`config.mk`:
```
export PLATFORM = sky130hd
export DESIGN_NAME = bp_wb_system_top
export DESIGN_NICKNAME = d
export VERILOG_FILES = /design/src/logic/bp_wb_pkg.sv /design/src/logic/bp_wb_cmd_decode.sv /design/src/logic/bp_wb_cycle_exec.sv /design/src/logic/bp_wb_resp_result.sv /design/src/logic/bp_wb_cfg_loader.sv /design/src/logic/bp_wb_system_top.sv
export SDC_FILE = /design/constraint.sdc
export NUM_CORES = 1
export LEC_CHECK = 0
export ABC_AREA = 0
export BUFFER_PORTS_ARGS = -buffer_cell sky130_fd_sc_hd__buf_2
export CAP_MARGIN = 20
export CORE_ASPECT_RATIO = 0.9
export CORE_MARGIN = 10
export CORE_UTILIZATION = 54
export CTS_BUF_LIST = sky130_fd_sc_hd__clkbuf_4 sky130_fd_sc_hd__clkbuf_8 sky130_fd_sc_hd__clkbuf_16
export CTS_CLUSTER_SIZE = 40
export DETAILED_ROUTE_END_ITERATION = 7
export PLACE_DENSITY = 0.8
export SLEW_MARGIN = 20
export SYNTH_ARGS = -nofsm -noshare
export SYNTH_HDL_FRONTEND = slang
export SYNTH_SLANG_ARGS = --single-unit
```
`constraint.sdc`:
```
create_clock -name clk_i -period 10.28 [get_ports clk_i]
set_input_delay 1.028 -clock clk_i [delete_from_list [all_inputs] [get_ports clk_i]]
set_output_delay 1.028 -clock clk_i [all_outputs]
set_load 0.01 [all_outputs]
```
`src/logic/bp_wb_pkg.sv`:
```
// Shared definitions for the memory-command to Wishbone bridge
// Widths, command encodings, the read-data word view and the
// fixed boot configuration table played out by the loader
`default_nettype none

package bp_wb_pkg;

   // Physical byte address and data word
   localparam int paddr_width_lp = 40;
   localparam int dword_width_lp = 64;

   // Wishbone side addresses whole dwords, bits 39:3
   localparam int wb_adr_width_lp = paddr_width_lp - 3;
   localparam int wb_sel_width_lp = dword_width_lp / 8;

   // Boot writes issued before the external port opens
   localparam int cfg_entries_lp = 4;

   // Command and response type
   typedef enum logic [0:0]
   {
      e_mem_rd = 1'b0,
      e_mem_wr = 1'b1
   } bp_mem_msg_e;

   // Access size, log2 of the byte count
   typedef enum logic [1:0]
   {
      e_size_1 = 2'b00,
      e_size_2 = 2'b01,
      e_size_4 = 2'b10,
      e_size_8 = 2'b11
   } bp_mem_size_e;

   // Whole dword for 8-byte reads, byte lanes for narrow extraction
   typedef union packed
   {
      logic [dword_width_lp-1:0] dword;
      logic [wb_sel_width_lp-1:0][7:0] bytes;
   } bp_dword_u;

   // Config window at 0x00_0020_0000, one dword per register
   localparam logic [paddr_width_lp-1:0] cfg_addr_table_lp [cfg_entries_lp] = '{
      40'h00_0020_0000,
      40'h00_0020_0008,
      40'h00_0020_0010,
      40'h00_0020_0018
   };

   // Core id, DRAM base, host base, freeze release last
   localparam logic [dword_width_lp-1:0] cfg_data_table_lp [cfg_entries_lp] = '{
      64'h0000_0000_0000_0001,
      64'h0000_0000_8000_0000,
      64'h0000_0000_0010_0000,
      64'h0000_0000_0000_0000
   };

endpackage

`default_nettype wire

```
`src/logic/bp_wb_cmd_decode.sv`:
```
// Command decode stage
// Holds one memory command and turns it into a Wishbone dword
// address, byte select and lane-replicated write data
`default_nettype none

module bp_wb_cmd_decode
(
   input  wire                                    clk_i,
   input  wire                                    rst_i,
   input  bp_wb_pkg::bp_mem_msg_e                 cmd_type_i,
   input  bp_wb_pkg::bp_mem_size_e                cmd_size_i,
   input  wire [bp_wb_pkg::paddr_width_lp-1:0]    cmd_addr_i,
   input  wire [bp_wb_pkg::dword_width_lp-1:0]    cmd_data_i,
   input  wire                                    cmd_v_i,
   output logic                                   cmd_ready_o,
   input  wire                                    dec_ready_i,
   output logic                                   dec_v_o,
   output logic                                   dec_we_o,
   output logic [bp_wb_pkg::wb_adr_width_lp-1:0]  dec_adr_o,
   output logic [bp_wb_pkg::wb_sel_width_lp-1:0]  dec_sel_o,
   output logic [bp_wb_pkg::dword_width_lp-1:0]   dec_dat_o,
   output bp_wb_pkg::bp_mem_size_e                dec_size_o,
   output logic [2:0]                             dec_offset_o
);
   import bp_wb_pkg::*;

   logic [wb_sel_width_lp-1:0] size_mask;
   logic [dword_width_lp-1:0]  rep_data;
   logic                       dec_v_q;

   // Run of ones, one per byte of the access
   // Data copied into every lane of that size
   always_comb
   begin
      case (cmd_size_i)
         e_size_1:
         begin
            size_mask = 8'h01;
            rep_data  = {8{cmd_data_i[7:0]}};
         end
         e_size_2:
         begin
            size_mask = 8'h03;
            rep_data  = {4{cmd_data_i[15:0]}};
         end
         e_size_4:
         begin
            size_mask = 8'h0f;
            rep_data  = {2{cmd_data_i[31:0]}};
         end
         default:
         begin
            size_mask = 8'hff;
            rep_data  = cmd_data_i;
         end
      endcase
   end

   // Empty slot, or the held entry leaves this cycle
   assign cmd_ready_o = ~dec_v_q | dec_ready_i;

   always_ff @(posedge clk_i)
   begin
      if (rst_i)
         dec_v_q <= 1'b0;
      else if (cmd_ready_o)
         dec_v_q <= cmd_v_i;
   end

   // Decoded fields load only on a transfer
   always_ff @(posedge clk_i)
   begin
      if (cmd_v_i && cmd_ready_o)
      begin
         dec_we_o     <= (cmd_type_i == e_mem_wr);
         dec_adr_o    <= cmd_addr_i[paddr_width_lp-1:3];
         // Lanes above the word end drop off
         dec_sel_o    <= size_mask << cmd_addr_i[2:0];
         dec_dat_o    <= rep_data;
         dec_size_o   <= cmd_size_i;
         dec_offset_o <= cmd_addr_i[2:0];
      end
   end

   assign dec_v_o = dec_v_q;

endmodule

`default_nettype wire

```
`src/logic/bp_wb_cycle_exec.sv`:
```
// Wishbone cycle execute stage
// Runs one classic cycle per decoded command, idle or in cycle,
// and hands the read word and error flag on to the result stage
`default_nettype none

module bp_wb_cycle_exec
(
   input  wire                                    clk_i,
   input  wire                                    rst_i,
   input  wire                                    dec_v_i,
   input  wire                                    dec_we_i,
   input  wire [bp_wb_pkg::wb_adr_width_lp-1:0]   dec_adr_i,
   input  wire [bp_wb_pkg::wb_sel_width_lp-1:0]   dec_sel_i,
   input  wire [bp_wb_pkg::dword_width_lp-1:0]    dec_dat_i,
   input  bp_wb_pkg::bp_mem_size_e                dec_size_i,
   input  wire [2:0]                              dec_offset_i,
   output logic                                   dec_ready_o,
   input  wire                                    res_busy_i,
   output logic [bp_wb_pkg::wb_adr_width_lp-1:0]  wb_adr_o,
   output logic [bp_wb_pkg::dword_width_lp-1:0]   wb_dat_o,
   output logic [bp_wb_pkg::wb_sel_width_lp-1:0]  wb_sel_o,
   output logic                                   wb_we_o,
   output logic                                   wb_cyc_o,
   output logic                                   wb_stb_o,
   input  wire [bp_wb_pkg::dword_width_lp-1:0]    wb_dat_i,
   input  wire                                    wb_ack_i,
   input  wire                                    wb_err_i,
   output logic                                   exec_v_o,
   output logic                                   exec_we_o,
   output logic                                   exec_err_o,
   output bp_wb_pkg::bp_dword_u                   exec_dat_o,
   output bp_wb_pkg::bp_mem_size_e                exec_size_o,
   output logic [2:0]                             exec_offset_o
);
   logic in_cycle_q;
   logic exec_v_q;
   logic accept;
   logic done;

   // Hold off while a cycle runs or a result is still queued
   assign dec_ready_o = ~in_cycle_q & ~exec_v_q & ~res_busy_i;
   assign accept      = dec_v_i & dec_ready_o;
   // Slave ends the cycle with either ack or err
   assign done        = in_cycle_q & (wb_ack_i | wb_err_i);

   always_ff @(posedge clk_i)
   begin
      if (rst_i)
      begin
         in_cycle_q <= 1'b0;
         exec_v_q   <= 1'b0;
      end
      else
      begin
         // One-cycle pulse toward the result stage
         exec_v_q <= done;
         if (accept)
            in_cycle_q <= 1'b1;
         else if (done)
            in_cycle_q <= 1'b0;
      end
   end

   // Bus fields latched for the whole cycle
   always_ff @(posedge clk_i)
   begin
      if (accept)
      begin
         wb_adr_o      <= dec_adr_i;
         wb_dat_o      <= dec_dat_i;
         wb_sel_o      <= dec_sel_i;
         wb_we_o       <= dec_we_i;
         exec_we_o     <= dec_we_i;
         exec_size_o   <= dec_size_i;
         exec_offset_o <= dec_offset_i;
      end
   end

   // Read word and status sampled at the terminating edge
   always_ff @(posedge clk_i)
   begin
      if (done)
      begin
         exec_dat_o.dword <= wb_dat_i;
         exec_err_o       <= wb_err_i;
      end
   end

   // Classic cycle, strobe tracks cycle
   assign wb_cyc_o = in_cycle_q;
   assign wb_stb_o = in_cycle_q;
   assign exec_v_o = exec_v_q;

endmodule

`default_nettype wire

```
`src/logic/bp_wb_resp_result.sv`:
```
// Response result stage
// Pulls the addressed bytes down to lane 0, zero-extends them
// and holds the response until the consumer takes it
`default_nettype none

module bp_wb_resp_result
(
   input  wire                                    clk_i,
   input  wire                                    rst_i,
   input  wire                                    exec_v_i,
   input  wire                                    exec_we_i,
   input  wire                                    exec_err_i,
   input  bp_wb_pkg::bp_dword_u                   exec_dat_i,
   input  bp_wb_pkg::bp_mem_size_e                exec_size_i,
   input  wire [2:0]                              exec_offset_i,
   output logic                                   res_busy_o,
   output logic                                   resp_v_o,
   output bp_wb_pkg::bp_mem_msg_e                 resp_type_o,
   output logic [bp_wb_pkg::dword_width_lp-1:0]   resp_data_o,
   output logic                                   resp_err_o,
   input  wire                                    resp_yumi_i
);
   import bp_wb_pkg::*;

   bp_dword_u   shifted;
   bp_dword_u   rd_data;
   logic [3:0]  nbytes;
   logic        resp_v_q;

   assign nbytes = 4'd1 << exec_size_i;

   always_comb
   begin
      shifted.dword = exec_dat_i.dword >> {exec_offset_i, 3'b000};
      rd_data       = shifted;
      // Whole word as is for 8 bytes
      if (exec_size_i != e_size_8)
      begin
         // Clear lanes above the access
         for (int i = 0; i < wb_sel_width_lp; i++)
         begin
            if (i >= int'(nbytes))
               rd_data.bytes[i] = 8'h00;
         end
      end
   end

   always_ff @(posedge clk_i)
   begin
      if (rst_i)
         resp_v_q <= 1'b0;
      else if (exec_v_i)
         resp_v_q <= 1'b1;
      else if (resp_yumi_i)
         resp_v_q <= 1'b0;
   end

   // Payload of the held response
   always_ff @(posedge clk_i)
   begin
      if (exec_v_i)
      begin
         resp_type_o <= exec_we_i ? e_mem_wr : e_mem_rd;
         resp_err_o  <= exec_err_i;
         // No data on writes or bus errors
         if (exec_we_i || exec_err_i)
            resp_data_o <= '0;
         else
            resp_data_o <= rd_data.dword;
      end
   end

   assign resp_v_o   = resp_v_q;
   assign res_busy_o = resp_v_q;

endmodule

`default_nettype wire

```
`src/logic/bp_wb_cfg_loader.sv`:
```
// Boot configuration loader
// Walks the package table, one 8-byte write at a time, waits for
// each response and raises done once the last one is consumed
`default_nettype none

module bp_wb_cfg_loader
(
   input  wire                                    clk_i,
   input  wire                                    rst_i,
   output logic                                   cmd_v_o,
   output logic [bp_wb_pkg::paddr_width_lp-1:0]   cmd_addr_o,
   output logic [bp_wb_pkg::dword_width_lp-1:0]   cmd_data_o,
   input  wire                                    cmd_ready_i,
   input  wire                                    resp_v_i,
   output logic                                   resp_yumi_o,
   output logic                                   done_o
);
   import bp_wb_pkg::*;

   logic [$clog2(cfg_entries_lp)-1:0] idx_q;
   logic                              sent_q;
   logic                              done_q;
   logic                              last;

   assign last = (idx_q == $bits(idx_q)'(cfg_entries_lp - 1));

   // Offer a write only when nothing is outstanding
   assign cmd_v_o     = ~done_q & ~sent_q;
   assign cmd_addr_o  = cfg_addr_table_lp[idx_q];
   assign cmd_data_o  = cfg_data_table_lp[idx_q];
   assign resp_yumi_o = sent_q & resp_v_i;
   assign done_o      = done_q;

   always_ff @(posedge clk_i)
   begin
      if (rst_i)
      begin
         idx_q  <= '0;
         sent_q <= 1'b0;
         done_q <= 1'b0;
      end
      else if (cmd_v_o && cmd_ready_i)
         sent_q <= 1'b1;
      else if (resp_yumi_o)
      begin
         sent_q <= 1'b0;
         // Sticky until the next reset
         if (last)
            done_q <= 1'b1;
         else
            idx_q <= idx_q + 1'b1;
      end
   end

endmodule

`default_nettype wire

```
`src/logic/bp_wb_system_top.sv`:
```
// Memory-command to Wishbone bridge top level
// Loader owns the bridge until its done flag, then the external
// command and response ports take over for good
`default_nettype none

module bp_wb_system_top
(
   input  wire                                    clk_i,
   input  wire                                    rst_i,
   input  bp_wb_pkg::bp_mem_msg_e                 mem_cmd_type_i,
   input  bp_wb_pkg::bp_mem_size_e                mem_cmd_size_i,
   input  wire [bp_wb_pkg::paddr_width_lp-1:0]    mem_cmd_addr_i,
   input  wire [bp_wb_pkg::dword_width_lp-1:0]    mem_cmd_data_i,
   input  wire                                    mem_cmd_v_i,
   output logic                                   mem_cmd_ready_o,
   output bp_wb_pkg::bp_mem_msg_e                 mem_resp_type_o,
   output logic [bp_wb_pkg::dword_width_lp-1:0]   mem_resp_data_o,
   output logic                                   mem_resp_err_o,
   output logic                                   mem_resp_v_o,
   input  wire                                    mem_resp_yumi_i,
   output logic [bp_wb_pkg::wb_adr_width_lp-1:0]  wb_adr_o,
   output logic [bp_wb_pkg::dword_width_lp-1:0]   wb_dat_o,
   output logic [bp_wb_pkg::wb_sel_width_lp-1:0]  wb_sel_o,
   output logic                                   wb_we_o,
   output logic                                   wb_cyc_o,
   output logic                                   wb_stb_o,
   input  wire [bp_wb_pkg::dword_width_lp-1:0]    wb_dat_i,
   input  wire                                    wb_ack_i,
   input  wire                                    wb_err_i,
   output logic                                   cfg_done_o
);
   import bp_wb_pkg::*;

   // Muxed command into decode
   bp_mem_msg_e                 cmd_type_li;
   bp_mem_size_e                cmd_size_li;
   logic [paddr_width_lp-1:0]   cmd_addr_li;
   logic [dword_width_lp-1:0]   cmd_data_li;
   logic                        cmd_v_li, cmd_ready_lo;
   // Loader side
   logic [paddr_width_lp-1:0]   cfg_addr_lo;
   logic [dword_width_lp-1:0]   cfg_data_lo;
   logic                        cfg_v_lo, cfg_yumi_lo, cfg_done_lo;
   logic                        cfg_resp_v_li;
   // Result stage response
   logic                        resp_v_lo, resp_yumi_li;
   // Decode to exec
   logic                        dec_v_lo, dec_we_lo, exec_ready_lo;
   logic [wb_adr_width_lp-1:0]  dec_adr_lo;
   logic [wb_sel_width_lp-1:0]  dec_sel_lo;
   logic [dword_width_lp-1:0]   dec_dat_lo;
   bp_mem_size_e                dec_size_lo;
   logic [2:0]                  dec_offset_lo;
   // Exec to result
   logic                        exec_v_lo, exec_we_lo, exec_err_lo, res_busy_lo;
   bp_dword_u                   exec_dat_lo;
   bp_mem_size_e                exec_size_lo;
   logic [2:0]                  exec_offset_lo;

   // Fixed arbitration on the done flag, sources never overlap
   always_comb
   begin
      if (~cfg_done_lo)
      begin
         // Loader only writes whole dwords
         cmd_type_li     = e_mem_wr;
         cmd_size_li     = e_size_8;
         cmd_addr_li     = cfg_addr_lo;
         cmd_data_li     = cfg_data_lo;
         cmd_v_li        = cfg_v_lo;
         mem_cmd_ready_o = 1'b0;
         cfg_resp_v_li   = resp_v_lo;
         mem_resp_v_o    = 1'b0;
         resp_yumi_li    = cfg_yumi_lo;
      end
      else
      begin
         cmd_type_li     = mem_cmd_type_i;
         cmd_size_li     = mem_cmd_size_i;
         cmd_addr_li     = mem_cmd_addr_i;
         cmd_data_li     = mem_cmd_data_i;
         cmd_v_li        = mem_cmd_v_i;
         mem_cmd_ready_o = cmd_ready_lo;
         cfg_resp_v_li   = 1'b0;
         mem_resp_v_o    = resp_v_lo;
         resp_yumi_li    = mem_resp_yumi_i;
      end
   end

   assign cfg_done_o = cfg_done_lo;

   bp_wb_cfg_loader cfg_loader
   (
      .clk_i        (clk_i)
      ,.rst_i       (rst_i)
      ,.cmd_v_o     (cfg_v_lo)
      ,.cmd_addr_o  (cfg_addr_lo)
      ,.cmd_data_o  (cfg_data_lo)
      ,.cmd_ready_i (cmd_ready_lo)
      ,.resp_v_i    (cfg_resp_v_li)
      ,.resp_yumi_o (cfg_yumi_lo)
      ,.done_o      (cfg_done_lo)
   );

   bp_wb_cmd_decode decode
   (
      .clk_i         (clk_i)
      ,.rst_i        (rst_i)
      ,.cmd_type_i   (cmd_type_li)
      ,.cmd_size_i   (cmd_size_li)
      ,.cmd_addr_i   (cmd_addr_li)
      ,.cmd_data_i   (cmd_data_li)
      ,.cmd_v_i      (cmd_v_li)
      ,.cmd_ready_o  (cmd_ready_lo)
      ,.dec_ready_i  (exec_ready_lo)
      ,.dec_v_o      (dec_v_lo)
      ,.dec_we_o     (dec_we_lo)
      ,.dec_adr_o    (dec_adr_lo)
      ,.dec_sel_o    (dec_sel_lo)
      ,.dec_dat_o    (dec_dat_lo)
      ,.dec_size_o   (dec_size_lo)
      ,.dec_offset_o (dec_offset_lo)
   );

   bp_wb_cycle_exec exec
   (
      .clk_i          (clk_i)
      ,.rst_i         (rst_i)
      ,.dec_v_i       (dec_v_lo)
      ,.dec_we_i      (dec_we_lo)
      ,.dec_adr_i     (dec_adr_lo)
      ,.dec_sel_i     (dec_sel_lo)
      ,.dec_dat_i     (dec_dat_lo)
      ,.dec_size_i    (dec_size_lo)
      ,.dec_offset_i  (dec_offset_lo)
      ,.dec_ready_o   (exec_ready_lo)
      ,.res_busy_i    (res_busy_lo)
      ,.wb_adr_o      (wb_adr_o)
      ,.wb_dat_o      (wb_dat_o)
      ,.wb_sel_o      (wb_sel_o)
      ,.wb_we_o       (wb_we_o)
      ,.wb_cyc_o      (wb_cyc_o)
      ,.wb_stb_o      (wb_stb_o)
      ,.wb_dat_i      (wb_dat_i)
      ,.wb_ack_i      (wb_ack_i)
      ,.wb_err_i      (wb_err_i)
      ,.exec_v_o      (exec_v_lo)
      ,.exec_we_o     (exec_we_lo)
      ,.exec_err_o    (exec_err_lo)
      ,.exec_dat_o    (exec_dat_lo)
      ,.exec_size_o   (exec_size_lo)
      ,.exec_offset_o (exec_offset_lo)
   );

   bp_wb_resp_result result
   (
      .clk_i          (clk_i)
      ,.rst_i         (rst_i)
      ,.exec_v_i      (exec_v_lo)
      ,.exec_we_i     (exec_we_lo)
      ,.exec_err_i    (exec_err_lo)
      ,.exec_dat_i    (exec_dat_lo)
      ,.exec_size_i   (exec_size_lo)
      ,.exec_offset_i (exec_offset_lo)
      ,.res_busy_o    (res_busy_lo)
      ,.resp_v_o      (resp_v_lo)
      ,.resp_type_o   (mem_resp_type_o)
      ,.resp_data_o   (mem_resp_data_o)
      ,.resp_err_o    (mem_resp_err_o)
      ,.resp_yumi_i   (resp_yumi_li)
   );

endmodule

`default_nettype wire

```
==> results of run 1 <==
-- logic make-up after synthesis --
group | Yosys count
flip-flops | 369
XOR/XNOR | 2
AO/OA/AOI/OAI | 192
multiplexers | 92
AND/OR/NAND/NOR | 232
buffers and inverters | 77
adder cells (fa/ha/maj) | 4
-- critical path, delay by kind of cell, from the launching register on --
kind	cells	cell delay (ns)
AOI/OAI and AO/OA	1	0.49
DFF	1	0.37
buffers and inverters	2	1.34
and+or+nand+nor	1	0.35
-- per-stage QoR --
| step | hold slack, ns | instances | utilization, % | setup WS (ns) |
|---|---|---|---|---|
| after floorplan | 0.400 | 968 | - | 2.87 |
| after global placement | 0.400 | 1631 | 62.5 | 7.13 |
| after detailed placement | 0.405 | 1631 | 62.5 | 7.06 |
| after CTS | 0.417 | 1699 | 66.8 | 7.31 |
| after global routing | 0.419 | 1710 | 67.0 | 7.11 |
| final | 0.411 | 1713 | 67.0 | 7.28 |
-- sequential cells by signal, summed over array words and instances, names as in the netlist, 3 cells and up --
| register | flops |
|---|---|
| exec.wb_adr_o | 37 |
| decode.dec_adr_o | 37 |
| result.resp_data_o | 64 |
| decode.dec_dat_o | 64 |
| exec.exec_offset_o | 3 |
| exec.wb_sel_o | 8 |
| decode.dec_offset_o | 3 |
| exec.wb_dat_o | 64 |
| decode.dec_sel_o | 8 |
| exec.exec_dat_o | 64 |
-- cell usage in the layout, fill, tap and decap left out, types with 3 or more instances in the layout --
| master | instances |
|---|---|
| mux2_2 | 35 |
| a21o_1 | 7 |
| clkinvlp_4 | 3 |
| buf_2 | 357 |
| a21oi_1 | 71 |
| nand2b_1 | 14 |
| edfxtp_1 | 361 |
| o22a_1 | 5 |
| inv_1 | 14 |
| o21ai_0 | 26 |
| a2111oi_1 | 6 |
| nor3_1 | 10 |
| nand3_1 | 11 |
| o21a_1 | 3 |
| clkbuf_16 | 38 |
| nand3b_1 | 3 |
| mux2i_1 | 43 |
| buf_4 | 12 |
| and2_1 | 68 |
| nand2_1 | 74 |
| o22ai_1 | 25 |
| ha_1 | 4 |
| dfxtp_1 | 6 |
| nor2_1 | 38 |
| clkinv_2 | 4 |
| clkinv_1 | 4 |
| a2bb2oi_1 | 3 |
| diode_2 | 13 |
| mux4_2 | 6 |
| o32a_1 | 8 |
| clkbuf_4 | 16 |
| mux2_1 | 7 |
| a211oi_1 | 26 |
-- where the power goes --
group          switching [mW]  internal [mW]
sequential             0.0269           1.73
clock                   0.549          0.740
combinational           0.156         0.0885
total                   0.732           2.56
-- worst paths after layout --
| check | startpoint | to | slack (ns) |
|---|---|---|---|
| max | result.res_busy_o | decode.dec_adr_o[31] | 7.28 |
| min | decode.dec_dat_o[40] | exec.wb_dat_o[40] | 0.41 |
| max reg2reg | result.res_busy_o | decode.dec_adr_o[31] | 7.28 |
| min reg2reg | decode.dec_dat_o[40] | exec.wb_dat_o[40] | 0.41 |
-- synth_stat cells, types with 2 or more instances --
cell,n,area (sq um)
buf_6,6,67.6
nand3_1,11,55.1
mux2_1,7,78.8
o22ai_1,25,156
inv_2,2,7.51
clkbuf_1,23,86.3
nand2_1,74,278
buf_2,16,80.1
a211oi_1,26,195
inv_1,14,52.6
a21o_1,7,52.6
buf_8,2,30.0
a2bb2oi_1,3,26.3
edfxtp_1,361,10800
o32a_1,8,80.1
a2111oi_2,2,30.0
o221ai_1,2,17.5
o22a_1,5,43.8
o21a_1,3,22.5
buf_4,11,82.6
nor2b_1,4,25.0
mux2_2,35,394
nor3_1,10,50.1
or2_2,2,12.5
mux2i_1,43,430
nor2_1,38,143
a2111oi_1,6,60.1
o21ai_0,26,130
buf_1,2,7.51
mux4_2,6,135
nand3b_1,3,22.5
and2_1,69,432
dfxtp_1,8,160
ha_1,4,50.1
nand2b_1,14,87.6
a21oi_1,71,355
-- final cells by class --
| cell class | count | area share, % |
|---|---|---|
| flip-flops and latches | 369 | 60.6 |
| repair buffers | 370 | 10.4 |
| multi-input cells | 522 | 19.5 |
| diodes | 13 | 0.179 |
| clock buffers | 55 | 5.98 |
| clock inverters | 13 | 0.482 |
| well taps | 354 | 2.44 |
| inverters | 17 | 0.352 |
-- per-layer routing --
metal	track usage (%)	routed length (microns)	up-vias
li1	-	-	4408
met1	27.6	15100	4732
met2	35.1	19600	602
met3	6.87	4390	92
met4	9.92	1350	4
met5	0	27	-
==> reports/metrics.yaml, run 1 <==
cts:
  ctsResizeCount: 0
  hold_buffers: 0
  cts_setup_buffers: 0
  numCtsBuffers: 38
  clk_pin_slew_ns: 0.06
  cts_buffer_depth: 3
  cts_tree: "built"
  cts-root-buf: "clkbuf_16"
  htree_levels: 2
  clock-sinks: 369
  clock_latency_ns: 0.53
synthesis:
  async_flop_share_pct: 0
  synth_top_family_by_area: "compound AO/OA/AOI/OAI gates"
  synth_fa_ha_area_share_pct: 0.335
  ys_seq_area_share_pct: 73.6
  synthSimpleGateAreaFrac_pct: 7.86
  yosysWarnings: 0
  synth.area.mux_share_pct: 7.05
  synth_cells: 968
  syn-num-nets: 1149
  synth-edff-count: 361
  synth_flop_cell: "edfxtp_1"
  synth-seq-cells: 369
  yosysUniqueCellTypes: 55
  synth-xor-area-share_pct: 0.117
  synth_area_sq_mm: 0.0149
  synth-compound-area-share_pct: 8.25
  avgSynthCellArea_sq_um: 15.4
global_routing:
  grt_max_degree: 76
  grt-ovfl-total: 0
  antenna_found_initial: 15
  grt_pass1_wl_microns: 59400
  first_global_vias: 9963
  gr-usage-all-layers_pct: 22.2
place:
  dp_hpwl_microns: 28800
  gp_congestion: 0.881
  portBuffers: 357
  place_area_sq_mm: 0.0169
sta:
  finalSetupViolations: 0
  period_minus_slack_ns: 3.00
  rsz0062_at_grt: "false"
  final_max_slew_viol_count: 0
  slew_headroom_pct: 31.5
  tns_ns: 0
  skew_ns: 0.0303
  worst_slew_pin_slew_ns: 1.03
  max_freq_mhz: 333
  post-route-period-util_pct: 29.2
  report.final.hold_viol_count: 0
finish:
  area_growth_pct: 21.4
  seqCellArea_sq_mm: 0.0110
  drive_above_1_share_pct: 36.6
  multi_input_area_sq_mm: 0.00355
  design_area_sq_mm: 0.0182
  num-fill-cells: 1928
  nNetsFinal: 1499
setup_path:
  endpoint_kind: "flip-flop"
  cp_common_cell: "buf_4"
  crit_fanout: 64
  worstSetupStartpointType: "flip-flop"
  crit_required_ns: 10.41
  ff2ff_path_depth: 4
  max_stage_delay_ns: 0.78
  slowest_stage: "buf_4"
  crit_type: "flip-flop to flip-flop"
  crit_path_cell_trace: "o31ai_1 -> nor2b_4 -> buf_4 -> buf_4"
  cp.arrival_ns: 3.13
route:
  wire_per_inst_microns: 23.6
  vias_per_cell: 5.74
  routed_wl_microns: 40500
  dr_total_vias: 9838
  drt-pass1-iter-count: 6
  drc_errors: 0
  drt-initial-drc-count: 1104
  drtAntennaViolNets: 0
die:
  io_pins: 358
  die_w_microns: 195
  die_y_microns: 178
  dieArea_sq_mm: 0.0347
  rows: 57
  initial_utilization_pct: 55.2
  core_area_sq_mm: 0.0271
min_path:
  hold_path.class: "flip-flop to flip-flop"
  hold_depth: 0
flow_run:
  cap_viol_max_count: 0
power:
  total_power_mw: 3.29
  peakVddDrop_v: 0.000130
  p_leak_nw: 6.87
  p_per_area_mw_per_mm2: 181
run_status:
  status: "completed"
Power figures use the tool's default switching activity.
==> run 2: changes to the inputs <==
- ABC_AREA: 0 -> 1
- CORE_UTILIZATION: 54 -> 49
- PLACE_DENSITY: 0.8 -> 0.77
- clock period: 10.28 -> 2.6 ns (I/O delays scaled with it)
==> run 2 against run 1 <==
  * Critical path depth fell by 1
  * Sequential share of layout area is 4.2 points lower
  * Clock power rose to 4.2 times the previous value
  * Final cell count is 26% higher
  * Worst setup slack got worse by 7.1 ns
  * Synthesized cell count up 32%
  * First-iteration DRC count rose by 11%
  * Count of clock-buffer cells in the layout shrank 3
  * Register-to-register slack worse by 6.6 ns
  * Non-clock buffer count rose by 97
  * Clock skew decreased by 0.00078 ns
  * Largest cell class unchanged
  * Highest routed layer unchanged
==> reports/metrics.yaml, run 2 <==
run_status:
  status: "completed"
setup_path:
  worstSetupStartpointType: "flip-flop"
  ff2ff_path_depth: 3  # -1
  reg2reg_from: "cfg_loader.done_o"
  cp.arrival_ns: 2.18  # -0.95 ns
  crit_required_ns: 2.34  # -8.07 ns
  crit_type: "flip-flop to output port"
  crit_fanout: 43  # -33%
  endpoint_kind: "output port"
  r2r_slack_ns: 0.67  # -6.61 ns
  regToRegEndpoint: "decode.dec_dat_o[58]"
synthesis:
  yosys.cell_count.top_type: "nand2_1"
  syn-num-nets: 1454  # +27%
  ys_top_cells_by_count: "382 x nand2_1, 361 x edfxtp_1, 128 x nand3_1, 111 x inv_1, 68 x nor2_1"
  yosysUniqueCellTypes: 31  # -44%
  yosys.area.top_type: "edfxtp_1"
  async_flop_share_pct: 0  # unchanged
  ys_seq_area_share_pct: 72.6  # -1.0 points
  synth_area_sq_mm: 0.0152  # +1.4%
  synth_flop_cell: "edfxtp_1"
  avgSynthCellArea_sq_um: 11.9  # -23%
  yosys-top-cells-area: "edfxtp_1 71%, nand2_1 9.5%, nand3_1 4.2%"
  synth-edff-count: 361  # unchanged
  yosysWarnings: 0  # unchanged
  synth-seq-cells: 369  # unchanged
  synth_cells: 1273  # +32%
  synth.top_cell.area_share_pct: 71.5  # -1.0 points
sta:
  period_minus_slack_ns: 2.44
  report.final.hold_viol_count: 0  # unchanged
  finalSetupViolations: 0  # unchanged
  final_max_slew_viol_count: 0  # unchanged
  slew_headroom_pct: 43.7  # +12 points
  worst_slack_ns: 0.161  # -7.12 ns
  skew_ns: 0.0295  # -0.000779 ns
  tns_ns: 0  # unchanged
  post-route-period-util_pct: 93.8
  rsz0062_at_grt: "false"
  worst_slew_pin_slew_ns: 0.844  # -0.183 ns
  max_freq_mhz: 410
place:
  portBuffers: 357  # unchanged
  post-place-cells: 1998  # +23%
  place_area_sq_mm: 0.0173  # +2.4%
  gp_congestion: 0.887  # +0.61%
  place_ws_ns: 0.575  # -6.49 ns
  dp_hpwl_microns: 30600  # +6.3%
power:
  total_power_mw: 14.0  # +330%
  pwr-share-seq_pct: 51.3  # -2.1 points
  p_leak_nw: 8.45  # +23%
  internal_power_mw: 10.7  # +320%
  peakVddDrop_v: 0.000642  # +390%
  p_switching_mw: 3.29  # +350%
  combPwrFrac_pct: 10.4  # +3.0 points
  power.share.switching_pct: 23.4  # +1.2 points
  pwr-share-clk_pct: 38.3  # -0.9 points
  p_per_area_mw_per_mm2: 720  # +300%
route:
  drtAntennaViolNets: 0  # unchanged
  vias_per_cell: 5.27  # -8.2%
  drt-pass1-iter-count: 6  # unchanged
  drc_errors: 0  # unchanged
  wire_per_inst_microns: 20.4  # -14%
  routed_wl_microns: 44100  # +8.8%
  dr_total_vias: 11400  # +16%
  drt-initial-drc-count: 1226  # +11%
flow_run:
  cap_viol_max_count: 0  # unchanged
die:
  die_w_microns: 205  # +5.1%
  io_pins: 358  # unchanged
  die_y_microns: 187  # +5.1%
  initial_utilization_pct: 49.4  # -5.7 points
  rows: 61  # +7.0%
  core_area_sq_mm: 0.0307  # +13%
  dieArea_sq_mm: 0.0384  # +10%
cts:
  cts_setup_buffers: 0  # unchanged
  cts_tree: "built"
  numCtsBuffers: 38  # unchanged
  clock_latency_ns: 0.53  # about the same
  cts-root-buf: "clkbuf_16"
  clk_pin_slew_ns: 0.06  # about the same
  htree_levels: 2  # unchanged
  cts_buffer_depth: 3  # unchanged
  clock-sinks: 369  # unchanged
global_routing:
  grt-ovfl-total: 0  # unchanged
  grt_pass1_wl_microns: 65700  # +11%
  gr-usage-all-layers_pct: 22.2  # about the same
  antenna_found_initial: 7  # -8
  grt_max_degree: 67  # -12%
  first_global_vias: 11200  # +12%
min_path:
  hold_depth: 3  # +3
  min_to: "decode.dec_adr_o[36]"
  hold_path.class: "input pin to flip-flop"
  min-delay-start: "mem_cmd_addr_i[39]"
finish:
  stdcell_count: 2161  # +26%
  area_growth_pct: 28.7
  nNetsFinal: 1901  # +27%
  drive_above_1_share_pct: 27.2  # -9.4 points
  final_cell_mix: "382 x nand2_1, 361 x edfxtp_1, 357 x buf_2"
  final_common_cell: "nand2_1"
  design_area_sq_mm: 0.0195  # +7.5%
## run 2: cell types whose count changed after synthesis, moves of 25 or more
| cell | previous run | this run |
|---|---|---|
| a211oi_1 | 26 | 0 |
| nand4_1 | 1 | 53 |
| o22ai_1 | 25 | 0 |
| and2_1 | 69 | 0 |
| mux2i_1 | 43 | 0 |
| nand3_1 | 11 | 128 |
| inv_1 | 14 | 111 |
| nor2_1 | 38 | 68 |
| nand2_1 | 74 | 382 |
| a21oi_1 | 71 | 31 |
| mux2_2 | 35 | 0 |
## run 2: critical path: stages, from the launching register on
cell,delay (ns)
dfxtp_4,0.68
buf_6,0.35
buf_4,0.41
buf_2,0.22
## run 2: cells by family (layout without fill, tap and decap cells)
family,Yosys count,count (layout),synth area share [%]
adder cells (fa/ha/maj),4,4,0.330
other,0,5,0
AND/OR/NAND/NOR,648,648,18.7
flip-flops,369,369,72.6
AO/OA/AOI/OAI,73,73,2.71
buffers and inverters,179,653,5.66
## run 2: cell type report
| type | instances | area, sq um |
|---|---|---|
| Inverter | 119 | 468 |
| Sequential cell | 369 | 11000 |
| Antenna cell | 5 | 12.5 |
| Clock buffer | 52 | 1100 |
| Multi-Input combinational cell | 725 | 3320 |
| Tap cell | 409 | 512 |
| Timing Repair Buffer | 467 | 2940 |
| Clock inverter | 15 | 141 |
| Fill cell | 2314 | 11200 |
## run 2: routing by layer
| metal | part of all wire [%] | routed length (microns) | GRT usage, % | vias up |
|---|---|---|---|---|
| li1 | - | - | - | 5284 |
| met1 | 38 | 17000 | 29.0 | 5313 |
| met2 | 47 | 20500 | 34.2 | 667 |
| met3 | 11 | 4770 | 6.16 | 124 |
| met4 | 4.1 | 1790 | 9.18 | 4 |
| met5 | 0.077 | 34 | 0 | - |
## run 2: worst max path at each step
stage,depth (start not counted),start,to
2_1_floorplan,3,exec.exec_v_o,exec.exec_offset_o[0]
3_3_place_gp,3,cfg_loader.done_o,cfg_done_o
3_5_place_dp,3,cfg_loader.done_o,cfg_done_o
4_1_cts,3,cfg_loader.done_o,cfg_done_o
5_1_grt,3,cfg_loader.done_o,cfg_done_o
6_report,3,cfg_loader.done_o,cfg_done_o
## run 2: power groups by stage
stage	clock [mW]	combinational, mW	sequential, mW
floorplan	0	0.593	7.41
global placement	0	1.30	7.31
detailed placement	0	1.32	7.32
CTS	5.44	1.44	7.21
global route	5.71	1.57	7.24
finish	5.38	1.46	7.21
## run 2: timing repair
item	CTS	global route
resized for setup	0	1
endpoints found under the setup margin	0	1
hold buffers	91	0
hold endpoints to repair	94	0
## run 2: metrics by stage
step                utilization [%]  hold WS, ns
finish                         63.6       0.0122
global placement               56.5        0.400
global route                   63.6       0.0191
floorplan                         -        0.325
CTS                            63.5      0.00156
detailed placement             56.5        0.405
==> run 3: changes to the inputs <==
- CORE_ASPECT_RATIO: 0.9 -> 0.7
==> run 3 against run 2 <==
  * Count of clock-buffer cells in the layout shrank 8
  * Sequential power is essentially flat
  * Final cell count grew 0.42%
  * Wire length grew 3.5%
  * Register-to-register slack lost 0.09 ns
  * Sequential share of layout area is essentially flat
  * First-iteration DRC count grew 57%
  * Total power shrank 0.65%
  * Combinational power is essentially flat
  * Utilization grew 0.91 points
  * Sequential cell count is the same
  * Critical path type unchanged
==> reports/metrics.yaml, run 3 (same netlist as run 2, synthesis figures left out) <==
finish:
  finish.utilization_pct: 64.5  # +0.91 points
  final_cell_mix: "382 x nand2_1, 361 x edfxtp_1, 357 x buf_2"
  multi_input_area_sq_mm: 0.00332  # unchanged
  nNetsFinal: 1910  # +0.47%
  seqCellArea_sq_mm: 0.0110  # unchanged
  stdcell_count: 2170  # +0.42%
  area_growth_pct: 28.6  # about the same
  num-fill-cells: 2305  # -0.39%
  final_common_cell: "nand2_1"
  drive_above_1_share_pct: 27.0  # -0.28 points
route:
  routed_wl_microns: 45600  # +3.5%
  dr_total_vias: 11500  # +0.75%
  vias_per_cell: 5.29  # +0.34%
  drt-initial-drc-count: 1927  # +57%
  wire_per_inst_microns: 21.0  # +3.1%
  drtAntennaViolNets: 0  # unchanged
  drt-pass1-iter-count: 6  # unchanged
  drc_errors: 0  # unchanged
sta:
  max_freq_mhz: 488  # +19%
  final_max_slew_viol_count: 0  # unchanged
  rsz0062_at_grt: "false"
  report.final.hold_viol_count: 0  # unchanged
  finalSetupViolations: 0  # unchanged
  post-route-period-util_pct: 78.9  # -15 points
  worst_slack_ns: 0.549  # +0.388 ns
  worst_slew_pin_slew_ns: 0.903  # +0.0588 ns
  tns_ns: 0  # unchanged
  period_minus_slack_ns: 2.05  # -0.388 ns
  skew_ns: 0.0148  # -0.0147 ns
  slew_headroom_pct: 39.8  # -3.9 points
setup_path:
  crit_cells: 2  # -1
  critPathLaunch: "cfg_loader.done_o"
  cp.arrival_ns: 1.79  # -0.39 ns
  endpoint: "cfg_done_o"
  max_stage_delay_ns: 0.52  # -0.16 ns
  slowest_stage: "buf_4"
  path_delay_family: "buffers and inverters"
  r2r_slack_ns: 0.58  # -0.09 ns
  reg2reg_from: "exec.exec_we_o"
  regToRegEndpoint: "result.resp_data_o[52]"
  path_buf_inv: 2  # -1
  worstSetupStartpointType: "flip-flop"
  crit_fanout: 59  # +37%
  endpoint_kind: "output port"
  crit_type: "flip-flop to output port"
  crit_required_ns: 2.34  # about the same
  ff2ff_path_depth: 5  # +2
  crit_path_cell_trace: "buf_4 -> buf_2"
place:
  dp_hpwl_microns: 32300  # +5.8%
  place_ws_ns: 0.645  # +0.0699 ns
  gp_congestion: 0.962  # +8.4%
  portBuffers: 357  # unchanged
  post-place-cells: 2003  # +0.25%
cts:
  clock_latency_ns: 0.53  # about the same
  cts-root-buf: "clkbuf_16"
  clock-sinks: 369  # unchanged
  ctsResizeCount: 0  # unchanged
  clk_pin_slew_ns: 0.06  # about the same
  cts_setup_buffers: 0  # unchanged
  cts_tree: "built"
  cts_buffer_depth: 3  # unchanged
  htree_levels: 2  # unchanged
  numCtsBuffers: 36  # -5.3%
  hold_buffers: 100  # +9.9%
power:
  total_power_mw: 13.9  # -0.65%
  internal_power_mw: 10.6  # -1.2%
  pwr-share-seq_pct: 51.7  # +0.4 points
  p_leak_nw: 8.43  # -0.21%
  pwr-share-clk_pct: 37.9  # -0.4 points
  p_switching_mw: 3.33  # +1.2%
  combPwrFrac_pct: 10.4  # about the same
  power.share.switching_pct: 23.9  # +0.43 points
  peakVddDrop_v: 0.000520  # -19%
  p_per_area_mw_per_mm2: 715  # -0.62%
global_routing:
  gr-usage-all-layers_pct: 22.9  # +0.69 points
  grt-ovfl-total: 0  # unchanged
  grt_pass1_wl_microns: 67400  # +2.6%
  antenna_found_initial: 5  # -2
  first_global_vias: 11200  # -0.14%
  grt_max_degree: 67  # unchanged
die:
  initial_utilization_pct: 50.1  # +0.72 points
  core_area_sq_mm: 0.0302  # -1.4%
  io_pins: 358  # unchanged
  rows: 53  # -13%
  dieArea_sq_mm: 0.0385  # +0.27%
  die_y_microns: 167  # -11%
  die_w_microns: 230  # +12%
flow_run:
  cap_viol_max_count: 0  # unchanged
run_status:
  status: "completed"
min_path:
  hold_path.class: "input pin to flip-flop"
[run 3: how the worst min path moves through the flow]
stage	start	end	slack, ns	cells after the start
after global routing	mem_cmd_addr_i[34]	decode.dec_adr_o[31]	0.002	3
after CTS	mem_cmd_addr_i[34]	decode.dec_adr_o[31]	0.001	3
final	mem_cmd_addr_i[34]	decode.dec_adr_o[31]	0.02	3
after detailed placement	decode.dec_adr_o[21]	exec.wb_adr_o[21]	0.40	0
after floorplan	rst_i	cfg_loader.done_o	0.32	1
after global placement	decode.dec_adr_o[18]	exec.wb_adr_o[18]	0.40	0
[run 3: power by group through the flow]
stage	registers, mW	clock network [mW]	logic, mW
final	7.21	5.29	1.45
after CTS	7.20	5.35	1.44
after global routing	7.24	5.63	1.56
after floorplan	7.41	0	0.593
after detailed placement	7.33	0	1.31
after global placement	7.31	0	1.29
[run 3: final cells by class]
class                           instances  share of cell area (%)
Tap cell                              412                    2.64
Multi-Input combinational cell        725                    17.0
Sequential cell                       369                    56.4
Clock inverter                         19                    1.15
Clock buffer                           44                    4.93
Inverter                              119                    2.40
Timing Repair Buffer                  478                    15.4
Antenna cell                            4                  0.0513
[run 3: worst register-to-register path, cell delays in order (launching register included)]
cell and delay [ns]:
edfxtp_1 0.45, nor2_4 0.35, nand2_4 0.15, clkinv_4 0.16, nand3_4 0.37, nor2_1 0.35
[run 3: per-stage QoR]
step / cell area [sq um] / hold WS, ns
final: 19500 / 0.0222
after global routing: 19500 / 0.00227
after CTS: 19500 / 0.00131
after detailed placement: 17300 / 0.405
after global placement: 17300 / 0.400
after floorplan: 15200 / 0.325
[run 3: per-layer routing]
layer  track usage (%)  share of wire, %  wire length, microns  up-vias
li1                  -                 -                     -     5303
met1              30.1                39                 17900     5399
met2              36.1                47                 21500      668
met3              5.76                10                  4630      106
met4              8.67               3.4                  1540        2
met5                 0             0.029                    13        -
